==> src/source/core_pkg.sv <==
`default_nettype none

package core_pkg;

    typedef logic [31:0] word_t;
    typedef logic [4:0]  reg_addr_t;

    // ==========================================================
    // Instruction word
    // ==========================================================
    typedef enum logic [6:0] {
        op_imm = 7'b0010011,
        op     = 7'b0110011,
        lui    = 7'b0110111,
        auipc  = 7'b0010111,
        jal    = 7'b1101111,
        jalr   = 7'b1100111,
        branch = 7'b1100011,
        load   = 7'b0000011,
        store  = 7'b0100011,
        system = 7'b1110011
    } opcode_e;

    typedef union packed {
        struct packed {
            logic [6:0] funct7;
            reg_addr_t  rs2;
            reg_addr_t  rs1;
            logic [2:0] funct3;
            reg_addr_t  rd;
            logic [6:0] opcode;
        } r;
        struct packed {
            logic [11:0] imm;
            reg_addr_t   rs1;
            logic [2:0]  funct3;
            reg_addr_t   rd;
            logic [6:0]  opcode;
        } i;
        struct packed {
            logic [6:0] imm_hi;
            reg_addr_t  rs2;
            reg_addr_t  rs1;
            logic [2:0] funct3;
            logic [4:0] imm_lo;
            logic [6:0] opcode;
        } s;
        struct packed {
            logic [19:0] imm;
            reg_addr_t   rd;
            logic [6:0]  opcode;
        } u;
    } instr_u;

    typedef enum logic [1:0] {alu_add, alu_sub, alu_pass_b} alu_op_e;

    typedef enum logic [2:0] {br_none, br_jal, br_jalr, br_eq, br_ne} branch_e;

    typedef struct packed {
        word_t     alu_a;
        word_t     alu_b;
        alu_op_e   alu_op;
        reg_addr_t rd;
        logic      rd_write;
        branch_e   branch;
        word_t     branch_imm;
        word_t     rs1_value;  // Branch compare and jalr base.
        word_t     rs2_value;  // Branch compare and store data.
        logic      mem_read;
        logic      mem_write;
        logic      illegal;
        logic      halt;
    } decoded_t;

    // ==========================================================
    // Wishbone classic
    // ==========================================================
    typedef struct packed {
        logic       cyc;
        logic       stb;
        logic       we;
        word_t      adr;
        word_t      dat_w;
        logic [3:0] sel;
    } wb_req_t;

    typedef struct packed {
        logic  ack;
        word_t dat_r;
    } wb_rsp_t;

endpackage

`default_nettype wire

==> src/source/instr_sequencer.sv <==
`default_nettype none
`timescale 1ns/10ps

module instr_sequencer #(
    parameter core_pkg::word_t reset_pc = 32'h0000_0000
) (
    input  logic               clk,
    input  logic               reset,
    output core_pkg::wb_req_t  fetch_req,
    input  core_pkg::wb_rsp_t  fetch_rsp,
    output core_pkg::instr_u   instr,
    output core_pkg::word_t    pc,
    input  core_pkg::decoded_t decoded,
    input  core_pkg::word_t    next_pc,
    input  logic               mem_done,
    output logic               start_mem,
    output logic               rd_write_en,
    output logic               halt
);
    import core_pkg::*;

    typedef enum logic [1:0] {st_fetch, st_execute, st_memory, st_halt} state_e;

    state_e state;
    logic   fetch_cyc;
    logic   is_mem;
    logic   stop;

    assign is_mem = decoded.mem_read | decoded.mem_write;
    assign stop   = decoded.halt | decoded.illegal;  // Unknown opcodes stop the core too.

    always_ff @(posedge clk) begin
        if (reset) begin
            state     <= st_fetch;
            fetch_cyc <= 1'b0;
            pc        <= reset_pc;
        end else begin
            case (state)
                st_fetch: begin
                    if (!fetch_cyc) begin
                        fetch_cyc <= 1'b1;
                    end else if (fetch_rsp.ack) begin
                        fetch_cyc <= 1'b0;
                        state     <= st_execute;
                    end
                end
                st_execute: begin
                    if (stop) begin
                        state <= st_halt;
                    end else if (is_mem) begin
                        state <= st_memory;
                    end else begin
                        pc        <= next_pc;
                        fetch_cyc <= 1'b1;  // Next fetch goes out right away.
                        state     <= st_fetch;
                    end
                end
                st_memory: begin
                    if (mem_done) begin
                        pc        <= pc + 32'd4;
                        fetch_cyc <= 1'b1;
                        state     <= st_fetch;
                    end
                end
                default: state <= st_halt;  // Held until reset.
            endcase
        end
    end

    always_ff @(posedge clk) begin
        if (state == st_fetch && fetch_cyc && fetch_rsp.ack) begin
            instr <= fetch_rsp.dat_r;
        end
    end

    assign fetch_req = '{cyc: fetch_cyc, stb: fetch_cyc, we: 1'b0, adr: pc,
                         dat_w: '0, sel: 4'hf};

    assign start_mem   = (state == st_execute) && is_mem && !stop;
    assign rd_write_en = ((state == st_execute) && decoded.rd_write && !decoded.mem_read) ||
                         ((state == st_memory) && mem_done && decoded.mem_read);
    assign halt        = (state == st_halt);

endmodule

`default_nettype wire

==> src/source/decode_unit.sv <==
`default_nettype none
`timescale 1ns/10ps

module decode_unit (
    input  core_pkg::instr_u    instr,
    input  core_pkg::word_t     pc,
    output core_pkg::reg_addr_t rs1_addr,
    output core_pkg::reg_addr_t rs2_addr,
    input  core_pkg::word_t     rs1_data,
    input  core_pkg::word_t     rs2_data,
    output core_pkg::decoded_t  decoded
);
    import core_pkg::*;

    logic [6:0] opcode;
    logic [2:0] funct3;
    logic       is_addi;
    logic       is_add;
    logic       is_sub;
    logic       is_lui;
    logic       is_auipc;
    logic       is_jal;
    logic       is_jalr;
    logic       is_beq;
    logic       is_bne;
    logic       is_lw;
    logic       is_sw;
    logic       is_ebreak;
    logic       writes_rd;
    word_t      imm_i;
    word_t      imm_s;
    word_t      imm_b;
    word_t      imm_u;
    word_t      imm_j;
    word_t      imm;
    logic       use_pc;
    logic       use_imm;
    logic       use_four;
    branch_e    br_kind;

    assign opcode = instr.r.opcode;
    assign funct3 = instr.r.funct3;

    // ==========================================================
    // Instruction match
    // ==========================================================
    assign is_addi   = (opcode == op_imm) && (funct3 == 3'b000);
    assign is_add    = (opcode == op) && (funct3 == 3'b000) && (instr.r.funct7 == 7'b0000000);
    assign is_sub    = (opcode == op) && (funct3 == 3'b000) && (instr.r.funct7 == 7'b0100000);
    assign is_lui    = (opcode == lui);
    assign is_auipc  = (opcode == auipc);
    assign is_jal    = (opcode == jal);
    assign is_jalr   = (opcode == jalr) && (funct3 == 3'b000);
    assign is_beq    = (opcode == branch) && (funct3 == 3'b000);
    assign is_bne    = (opcode == branch) && (funct3 == 3'b001);
    assign is_lw     = (opcode == load) && (funct3 == 3'b010);
    assign is_sw     = (opcode == store) && (funct3 == 3'b010);
    assign is_ebreak = (instr == 32'h0010_0073);

    assign writes_rd = is_addi | is_add | is_sub | is_lui | is_auipc | is_jal | is_jalr | is_lw;

    // ==========================================================
    // Immediates, one per format
    // ==========================================================
    assign imm_i = {{20{instr.i.imm[11]}}, instr.i.imm};
    assign imm_s = {{20{instr.s.imm_hi[6]}}, instr.s.imm_hi, instr.s.imm_lo};
    assign imm_b = {{20{instr.s.imm_hi[6]}}, instr.s.imm_lo[0], instr.s.imm_hi[5:0],
                    instr.s.imm_lo[4:1], 1'b0};
    assign imm_u = {instr.u.imm, 12'b0};
    assign imm_j = {{12{instr.u.imm[19]}}, instr.u.imm[7:0], instr.u.imm[8],
                    instr.u.imm[18:9], 1'b0};

    assign imm = ({32{is_addi | is_jalr | is_lw}} & imm_i) |
                 ({32{is_sw}}                     & imm_s) |
                 ({32{is_beq | is_bne}}           & imm_b) |
                 ({32{is_lui | is_auipc}}         & imm_u) |
                 ({32{is_jal}}                    & imm_j);

    // Operand selection.
    assign use_pc   = is_auipc | is_jal | is_jalr | is_beq | is_bne;
    assign use_imm  = is_addi | is_lui | is_auipc | is_lw | is_sw | is_beq | is_bne;
    assign use_four = is_jal | is_jalr;  // Link value pc plus 4.

    assign br_kind = is_jal  ? br_jal  :
                     is_jalr ? br_jalr :
                     is_beq  ? br_eq   :
                     is_bne  ? br_ne   : br_none;

    assign rs1_addr = (is_addi | is_add | is_sub | is_jalr | is_beq | is_bne | is_lw | is_sw) ?
                      instr.r.rs1 : '0;
    assign rs2_addr = (is_add | is_sub | is_beq | is_bne | is_sw) ? instr.r.rs2 : '0;

    always_comb begin
        decoded.alu_a      = use_pc ? pc : rs1_data;
        decoded.alu_b      = use_imm ? imm : use_four ? 32'd4 : rs2_data;
        decoded.alu_op     = is_sub ? alu_sub : is_lui ? alu_pass_b : alu_add;
        decoded.rd         = writes_rd ? instr.r.rd : '0;
        decoded.rd_write   = writes_rd;
        decoded.branch     = br_kind;
        decoded.branch_imm = (br_kind != br_none) ? imm : '0;
        decoded.rs1_value  = rs1_data;
        decoded.rs2_value  = rs2_data;
        decoded.mem_read   = is_lw;
        decoded.mem_write  = is_sw;
        decoded.illegal    = !(writes_rd | is_beq | is_bne | is_sw | is_ebreak);
        decoded.halt       = is_ebreak;
    end

endmodule

`default_nettype wire

==> src/source/execute_unit.sv <==
`default_nettype none
`timescale 1ns/10ps

module execute_unit (
    input  core_pkg::decoded_t decoded,
    input  core_pkg::word_t    pc,
    output core_pkg::word_t    alu_result,
    output core_pkg::word_t    next_pc
);
    import core_pkg::*;

    word_t sum;
    word_t diff;
    word_t jalr_target;
    logic  equal;
    logic  taken;

    // ==========================================================
    // ALU
    // ==========================================================
    assign sum  = decoded.alu_a + decoded.alu_b;
    assign diff = decoded.alu_a - decoded.alu_b;

    always_comb begin
        case (decoded.alu_op)
            alu_sub:    alu_result = diff;
            alu_pass_b: alu_result = decoded.alu_b;  // lui.
            default:    alu_result = sum;
        endcase
    end

    // ==========================================================
    // Branch and next pc
    // ==========================================================
    assign equal       = (decoded.rs1_value == decoded.rs2_value);
    assign jalr_target = decoded.rs1_value + decoded.branch_imm;

    always_comb begin
        case (decoded.branch)
            br_jal:  taken = 1'b1;
            br_eq:   taken = equal;
            br_ne:   taken = !equal;
            default: taken = 1'b0;
        endcase
    end

    always_comb begin
        if (decoded.branch == br_jalr) begin
            next_pc = {jalr_target[31:1], 1'b0};
        end else if (taken) begin
            next_pc = pc + decoded.branch_imm;
        end else begin
            next_pc = pc + 32'd4;
        end
    end

endmodule

`default_nettype wire

==> src/source/register_file.sv <==
`default_nettype none
`timescale 1ns/10ps

module register_file (
    input  logic                clk,
    input  logic                reset,
    input  core_pkg::reg_addr_t rs1_addr,
    input  core_pkg::reg_addr_t rs2_addr,
    output core_pkg::word_t     rs1_data,
    output core_pkg::word_t     rs2_data,
    input  core_pkg::reg_addr_t rd_addr,
    input  core_pkg::word_t     rd_data,
    input  logic                write_en
);
    import core_pkg::*;

    word_t regs [0:31];

    always_ff @(posedge clk) begin
        if (reset) begin
            for (int i = 0; i < 32; i++) begin
                regs[i] <= '0;
            end
        end else if (write_en && (rd_addr != '0)) begin
            regs[rd_addr] <= rd_data;
        end
    end

    // x0 always reads as zero.
    assign rs1_data = (rs1_addr == '0) ? '0 : regs[rs1_addr];
    assign rs2_data = (rs2_addr == '0) ? '0 : regs[rs2_addr];

endmodule

`default_nettype wire

==> src/source/load_store_unit.sv <==
`default_nettype none
`timescale 1ns/10ps

module load_store_unit (
    input  logic               clk,
    input  logic               reset,
    input  logic               start,
    input  core_pkg::decoded_t decoded,
    input  core_pkg::word_t    address,
    output core_pkg::wb_req_t  mem_req,
    input  core_pkg::wb_rsp_t  mem_rsp,
    output core_pkg::word_t    load_data,
    output logic               done
);
    import core_pkg::*;

    logic  busy;
    logic  we_r;
    word_t adr_r;
    word_t dat_w_r;

    always_ff @(posedge clk) begin
        if (reset) begin
            busy <= 1'b0;
            we_r <= 1'b0;
        end else if (start) begin
            busy <= 1'b1;
            we_r <= decoded.mem_write;
        end else if (busy && mem_rsp.ack) begin
            busy <= 1'b0;  // cyc drops the cycle after ack.
        end
    end

    always_ff @(posedge clk) begin
        if (start) begin
            adr_r   <= address;
            dat_w_r <= decoded.rs2_value;
        end
    end

    assign mem_req = '{cyc: busy, stb: busy, we: we_r, adr: adr_r,
                       dat_w: dat_w_r, sel: 4'hf};

    assign load_data = mem_rsp.dat_r;
    assign done      = busy & mem_rsp.ack;

endmodule

`default_nettype wire

==> src/source/bus_arbiter.sv <==
`default_nettype none
`timescale 1ns/10ps

module bus_arbiter (
    input  logic              clk,
    input  logic              reset,
    input  core_pkg::wb_req_t fetch_req,
    input  core_pkg::wb_req_t lsu_req,
    output core_pkg::wb_rsp_t fetch_rsp,
    output core_pkg::wb_rsp_t lsu_rsp,
    output core_pkg::wb_req_t bus_req,
    input  core_pkg::wb_rsp_t bus_rsp
);
    logic busy;
    logic owner_lsu;
    logic pick_lsu;

    // Load/store wins when the bus is idle.
    assign pick_lsu = busy ? owner_lsu : lsu_req.cyc;

    assign bus_req = pick_lsu ? lsu_req : fetch_req;

    always_comb begin
        fetch_rsp     = bus_rsp;
        lsu_rsp       = bus_rsp;
        fetch_rsp.ack = bus_rsp.ack & !pick_lsu;
        lsu_rsp.ack   = bus_rsp.ack & pick_lsu;
    end

    always_ff @(posedge clk) begin
        if (reset) begin
            busy      <= 1'b0;
            owner_lsu <= 1'b0;
        end else if (!busy) begin
            if (bus_req.cyc && !bus_rsp.ack) begin
                busy      <= 1'b1;
                owner_lsu <= pick_lsu;
            end
        end else if (bus_rsp.ack) begin
            busy <= 1'b0;  // Released at the end of the cycle.
        end
    end

endmodule

`default_nettype wire

==> src/source/rv_core.sv <==
`default_nettype none
`timescale 1ns/10ps

module rv_core #(
    parameter core_pkg::word_t reset_pc = 32'h0000_0000
) (
    input  logic              clk,
    input  logic              reset,
    output core_pkg::wb_req_t bus_req,
    input  core_pkg::wb_rsp_t bus_rsp,
    output logic              halt
);
    import core_pkg::*;

    wb_req_t   fetch_req;
    wb_req_t   lsu_req;
    wb_rsp_t   fetch_rsp;
    wb_rsp_t   lsu_rsp;
    instr_u    instr;
    word_t     pc;
    word_t     next_pc;
    word_t     alu_result;
    word_t     load_data;
    word_t     rd_data;
    word_t     rs1_data;
    word_t     rs2_data;
    reg_addr_t rs1_addr;
    reg_addr_t rs2_addr;
    decoded_t  decoded;
    logic      mem_done;
    logic      start_mem;
    logic      rd_write_en;

    assign rd_data = decoded.mem_read ? load_data : alu_result;

    instr_sequencer #(.reset_pc(reset_pc)) u_sequencer (
        .clk         (clk),
        .reset       (reset),
        .fetch_req   (fetch_req),
        .fetch_rsp   (fetch_rsp),
        .instr       (instr),
        .pc          (pc),
        .decoded     (decoded),
        .next_pc     (next_pc),
        .mem_done    (mem_done),
        .start_mem   (start_mem),
        .rd_write_en (rd_write_en),
        .halt        (halt)
    );

    decode_unit u_decode (
        .instr    (instr),
        .pc       (pc),
        .rs1_addr (rs1_addr),
        .rs2_addr (rs2_addr),
        .rs1_data (rs1_data),
        .rs2_data (rs2_data),
        .decoded  (decoded)
    );

    execute_unit u_execute (
        .decoded    (decoded),
        .pc         (pc),
        .alu_result (alu_result),
        .next_pc    (next_pc)
    );

    register_file u_regs (
        .clk      (clk),
        .reset    (reset),
        .rs1_addr (rs1_addr),
        .rs2_addr (rs2_addr),
        .rs1_data (rs1_data),
        .rs2_data (rs2_data),
        .rd_addr  (decoded.rd),
        .rd_data  (rd_data),
        .write_en (rd_write_en)
    );

    load_store_unit u_lsu (
        .clk       (clk),
        .reset     (reset),
        .start     (start_mem),
        .decoded   (decoded),
        .address   (alu_result),
        .mem_req   (lsu_req),
        .mem_rsp   (lsu_rsp),
        .load_data (load_data),
        .done      (mem_done)
    );

    bus_arbiter u_arbiter (
        .clk       (clk),
        .reset     (reset),
        .fetch_req (fetch_req),
        .lsu_req   (lsu_req),
        .fetch_rsp (fetch_rsp),
        .lsu_rsp   (lsu_rsp),
        .bus_req   (bus_req),
        .bus_rsp   (bus_rsp)
    );

endmodule

`default_nettype wire

==> config.mk <==
export PLATFORM = sky130hd
export DESIGN_NAME = rv_core
export DESIGN_NICKNAME = d
export VERILOG_FILES = /design/src/source/core_pkg.sv /design/src/source/instr_sequencer.sv /design/src/source/decode_unit.sv /design/src/source/execute_unit.sv /design/src/source/register_file.sv /design/src/source/load_store_unit.sv /design/src/source/bus_arbiter.sv /design/src/source/rv_core.sv
export SDC_FILE = /design/constraint.sdc
export NUM_CORES = 2
export LEC_CHECK = 0
export BUFFER_PORTS_ARGS = -buffer_cell sky130_fd_sc_hd__buf_2
export CAP_MARGIN = 10
export CORE_AREA = 4 4 459 461
export DETAILED_ROUTE_END_ITERATION = 8
export DIE_AREA = 0 0 463 465
export PLACE_DENSITY_LB_ADDON = 0.05
export SYNTH_ARGS = -nofsm -noshare
export SYNTH_HDL_FRONTEND = slang
export SYNTH_HIERARCHICAL = 1
export SYNTH_SLANG_ARGS = --single-unit
==> constraint.sdc <==
create_clock -name clk -period 13.4 [get_ports clk]
set_clock_uncertainty 0.2 [all_clocks]
set_input_delay 0.67 -clock clk [delete_from_list [all_inputs] [get_ports clk]]
set_output_delay 0.67 -clock clk [all_outputs]
set_load 0.03 [all_outputs]
### Yosys cells after proc, flatten, opt, wreduce, memory -nomap -nowiden

Memories as Yosys holds them, arrays and structs flattened.
Index checks and enable logic that the tools add are counted.

* flip-flop bits (word level): 135
* bits in latches: 0
* memory bits (writable): 1024
* ROM bits: 0
* input port bits: 35
* output and inout port bits: 72
* logic and storage cells: 187
* memories: 1

* add/sub/neg operators: 5
* multiply operators: 0
* div/mod/pow operators: 0
* order comparisons: 0
* equal/unequal tests: 28
* shift-type cells: 0
* multiplexer cells: 51
* bitwise gates (word level): 50
* reductions and logical operators: 42

Memory list
* u_regs.regs: words 32, width 32, rd ports 2, clocked after memory_dff 0, wr ports 32, line register_file.sv:17 `word_t regs [0:31];`

Operators with widths (number)
* $mux W32: 13
* $and A32 B32 Y32: 5
* $or A32 B32 Y32: 4
* $pmux W32 S2: 2
* $add A32 B32 Y32: 3
* $mux W71: 1
* $or A1 B1 Y1: 37
* $add A32 B3 Y32 const B: 1
* $eq A32 B21 Y1 const B: 1
* $eq A32 B32 Y1: 1
* $reduce_or A32 Y1: 1
* $sub A32 B32 Y32: 1
* $eq A7 B6 Y1 const B: 4
* $eq A7 B7 Y1 const B: 3
* $logic_and A1 B1 Y1: 20
* $mux W5: 4
* $mux W1: 17
* $eq A7 B5 Y1 const B: 2
* $mux W2: 7
* $mux W3: 4
* $logic_not A5 Y1: 2
* $eq A3 B2 Y1 const B: 3
* $reduce_and A4 Y1: 2
* $eq A7 B2 Y1 const B: 1
* 20 further kinds: 37

### Longest topological paths before layout

* depth after elaboration: 21
* gate-level depth with buffers: 39
* mapped depth without buffers: 32

### Cells and area by module

The synthesis kept the hierarchy.

Modules (own cells, without submodules)
* register_file: instances 1, cells an instance 3502, area each 54253.3 µm², sequential area each 30749.5 µm²
* execute_unit: instances 1, cells an instance 1035, area each 6993.0 µm², sequential area each 0.0 µm²
* instr_sequencer: instances 1, cells an instance 426, area each 3863.7 µm², sequential area each 1661.6 µm²
* decode_unit: instances 1, cells an instance 316, area each 2353.5 µm², sequential area each 0.0 µm²
* load_store_unit: instances 1, cells an instance 112, area each 2297.2 µm², sequential area each 1961.9 µm²
* bus_arbiter: instances 1, cells an instance 155, area each 1762.9 µm², sequential area each 40.0 µm²
* rv_core: instances 1, cells an instance 36, area each 544.3 µm², sequential area each 0.0 µm²

### Worst setup path before layout

OpenSTA, ideal clock, no wires.

* path type: register to register
* start: register u_sequencer/instr[6] (netlist bit)
* end: register u_lsu.we_r
* setup time: 0.120 ns
* arrival: 9.218 ns
* data required time: 13.080 ns
* slack: 3.862 ns
* stages on the path, launching flop included: 10
* path buffers: 1
* period minus slack after synthesis: 9.538 ns
* path through: edfxtp_1 buf_2 nor4b_1 a221oi_1 nor2_1 or2_1 nor3_1 nor4b_1 mux2i_1 nor2_1

RTL lines
* start: declaration: line instr_sequencer.sv:11 `output core_pkg::instr_u instr,`
* start signal: assignment: line instr_sequencer.sv:72 `instr <= fetch_rsp.dat_r;`
* end signal: assignment: line load_store_unit.sv:28 `we_r <= decoded.mem_write;`
* end: declaration: line load_store_unit.sv:18 `logic we_r;`

==> results.yml <==
run_status:
  status: "complete, but fails checks"
  violations: "max-capacitance violations, max-slew violations"
floorplanning:
  fp.coreArea_um2: 206000
  rows: 167
  die-height_um: 465
  die_w_um: 463
  io_pins: 107
  start_util_pct: 34.9
  dieArea_um2: 215000
synthesis:
  synth_cell_type_count: 96
  postSynthAreaPerCell_um2: 12.9
  yosysTopAreaCellShare_pct: 46.7
  async_flop_share_pct: 0
  synth_top_family_by_area: "multiplexers"
  syn_inst: 5582
  synth_area_um2: 72100
  synth-adder-area-share_pct: 1.80
  synth_seq_cells: 1159
  synth_xor_area_share_pct: 2.09
  synth-simple-area-share_pct: 14.3
  synthTopCellsByArea: "edfxtp_1 47%, mux4_2 15%, and2_1 8.9%"
  yosysSeqAreaShare_pct: 47.8
  synthFlopType: "edfxtp_1"
  synth_edf_count: 1120
  yosysTopAreaCell: "edfxtp_1"
  synth_mux_area_share_pct: 20.4
  synth_compound_area_share_pct: 7.67
  ys.warnings.count: 6
critical_path:
  cp-end-kind: "flip-flop"
  arrival_ns: 11.89
  regToRegSetupSlack_ns: 1.96
  cp-start-kind: "flip-flop"
  cp_max_fo: 40
  path_class: "flip-flop to flip-flop"
  required_ns: 13.85
placement:
  portBuffers: 102
  place_hpwl_um: 190000
  routabilityCongestion: 0.942
timing:
  relSlewSlack_pct: -1.74
  tns_ns: 0
  rsz0062_at_grt: "no"
  slew_violations: 2
  final.min_clock_period_ns: 11.44
  hold_viol: 0
  max_freq_ghz: 0.0874
  period_share_pct: 85.3
  worst_slew_pin_slew_ns: 1.52
  setup_viol: 0
worst_hold_path:
  worstHoldPathType: "input port to flip-flop"
power:
  power.leakage_uw: 0.0281
  power_density_nw_per_um2: 140
  vdd_drop_max_mv: 0.139
grt:
  grt_pass1_wl_um: 407000
  grt_pass1_vias: 48492
  grt_max_degree: 98
  grt_use_total_pct: 26.9
  gr-total-overflow: 0
  antenna_found_initial: 42
clock_tree:
  clock_path_buffers: 3
  cts_tree: "built"
  ctsRootBufferMaster: "clkbuf_16"
  ctsHoldBuffers: 32
  clk_latency_ns: 0.82
  h-tree-depth: 4
  cts_buffers: 147
  ctsResizeCount: 0
  clkTransAtPathRegs_ns: 0.06
  postCtsSetupRepairBufs: 0
  clkSinkCount: 1159
cells_and_area:
  fill_cells: 19492
  nets: 5538
  area_growth_pct: 9.76
  seq_area_um2: 34400
  drive_gt1_share_pct: 23.1
  utilization_pct: 38.3
  final_cell_mix: "1120 x edfxtp_1, 1017 x and2_1, 472 x mux4_2, 196 x a21oi_1"
  mostFrequentLayoutCell: "edfxtp_1"
  multiInputGateArea_um2: 34200
routing:
  ant_nets: 0
  drtIter0Drc: 5498
  wl_met1_um: 128000
  wl_met3_um: 18300
  wl_um: 296000
  avgViaCountPerCell: 5.91
  met2_length_um: 139000
  avgRoutedWirePerCell_um: 35.9
  num_vias: 48705
  top_layer_used: "met5"
  first_pass_iters: 5
  drc_errors: 0
run:
  cap_violations: 1
kinds of logic (layout without fill, tap and decap cells):
| group | Yosys count | after routing |
|---|---|---|
| and+or+nand+nor | 1781 | 1781 |
| DFF | 1159 | 1159 |
| muxes | 811 | 811 |
| AOI/OAI and AO/OA | 794 | 794 |
| buffers and inverters | 759 | 626 |
| xor gates and xnor gates | 172 | 172 |
| adders and majority gates | 102 | 102 |
| other | 4 | 86 |
critical path, cell delays in order (launching register included):
cell	delay, ns
edfxtp_1	0.58
nor2_1	0.28
a21oi_1	0.11
nor3_1	0.68
o21a_1	0.33
and2_4	0.83
buf_4	0.53
mux4_2	0.39
a2111oi_1	1.08
nor3_1	0.35
o2bb2ai_1	0.34
nor4_1	0.62
nand4b_1	0.30
or2_2	0.40
nor3b_1	0.38
a21oi_1	0.16
xnor2_1	0.15
ha_1	0.39
and2_1	0.22
nand3_1	0.11
a2111oi_0	0.60
nor2_1	0.19
a21oi_1	0.27
a311oi_1	0.17
xor2_1	0.16
o21ai_0	0.47
mux2_2	0.65
and2_1	0.22
flip-flops by register name, indices dropped and copies added, names as in the netlist:
signal	count
u_arbiter/busy	1
u_lsu/we_r	1
u_sequencer/instr	32
u_sequencer/state	2
u_lsu/busy	1
u_regs/regs	1024
u_sequencer/fetch_cyc	1
u_sequencer/pc	32
u_lsu/adr_r	32
u_arbiter/owner_lsu	1
u_lsu/dat_w_r	32
cell usage after synthesis (all sizes together) (27+ instances only):
master,n
mux4,472
mux2,168
nor2,187
nor2b,38
nand2,140
edfxtp,1120
or2,39
o22ai,109
a21o,52
and2,1024
ha,99
inv,47
nand2b,27
and3,31
nand4,33
buf,392
nor3,98
xor2,97
dfxtp,39
xnor2,75
a21oi,199
o21ai,97
nor4,37
clkbuf,320
mux2i,171
nand3,61
a22o,60
a2111oi,58
power breakdown:
part	leakage [uW]	internal, uW	switching (uW)
logic	0.0140	708	2210
registers	0.0118	4150	130
clock network	0.00226	2250	1650
worst paths after layout:
| check | from | to | depth (start not counted) |
|---|---|---|---|
| setup / recovery | u_sequencer/instr[6] | u_regs/regs[28][29] | 27 |
| hold / removal | reset | u_sequencer/state[1] | 2 |
| setup reg to reg | u_sequencer/instr[6] | u_regs/regs[28][29] | 27 |
| hold reg to reg | u_lsu/we_r | u_lsu/we_r | 2 |
per-stage QoR:
step	hold slack (ns)	cells	power (uW)	cell area [um^2]	setup slack, ns
floorplan	0.245	5651	6000	72300	3.86
global placement	0.282	7922	7270	74100	2.39
detailed placement	0.294	7923	7250	74100	2.48
CTS	0.00440	8221	11200	79100	2.42
global route	0.0337	8226	11500	79100	1.61
finish	0.0823	8235	11100	79100	1.96
cell type report:
class | instances | area share, %
Antenna cell | 13 | 0.0411
Clock buffer | 193 | 5.05
Clock inverter | 73 | 0.797
Inverter | 47 | 0.223
Multi-Input combinational cell | 3733 | 43.2
Sequential cell | 1159 | 43.5
Tap cell | 2704 | 4.28
Timing Repair Buffer | 313 | 2.91
metal layers:
metal,global-route usage (%),vias to the layer above
met5,0,-
met4,8.50,8
met3,4.02,412
met2,44.2,2015
met1,36.8,25667
li1,-,20603
Note: power is estimated with default switching activity, not from simulation.
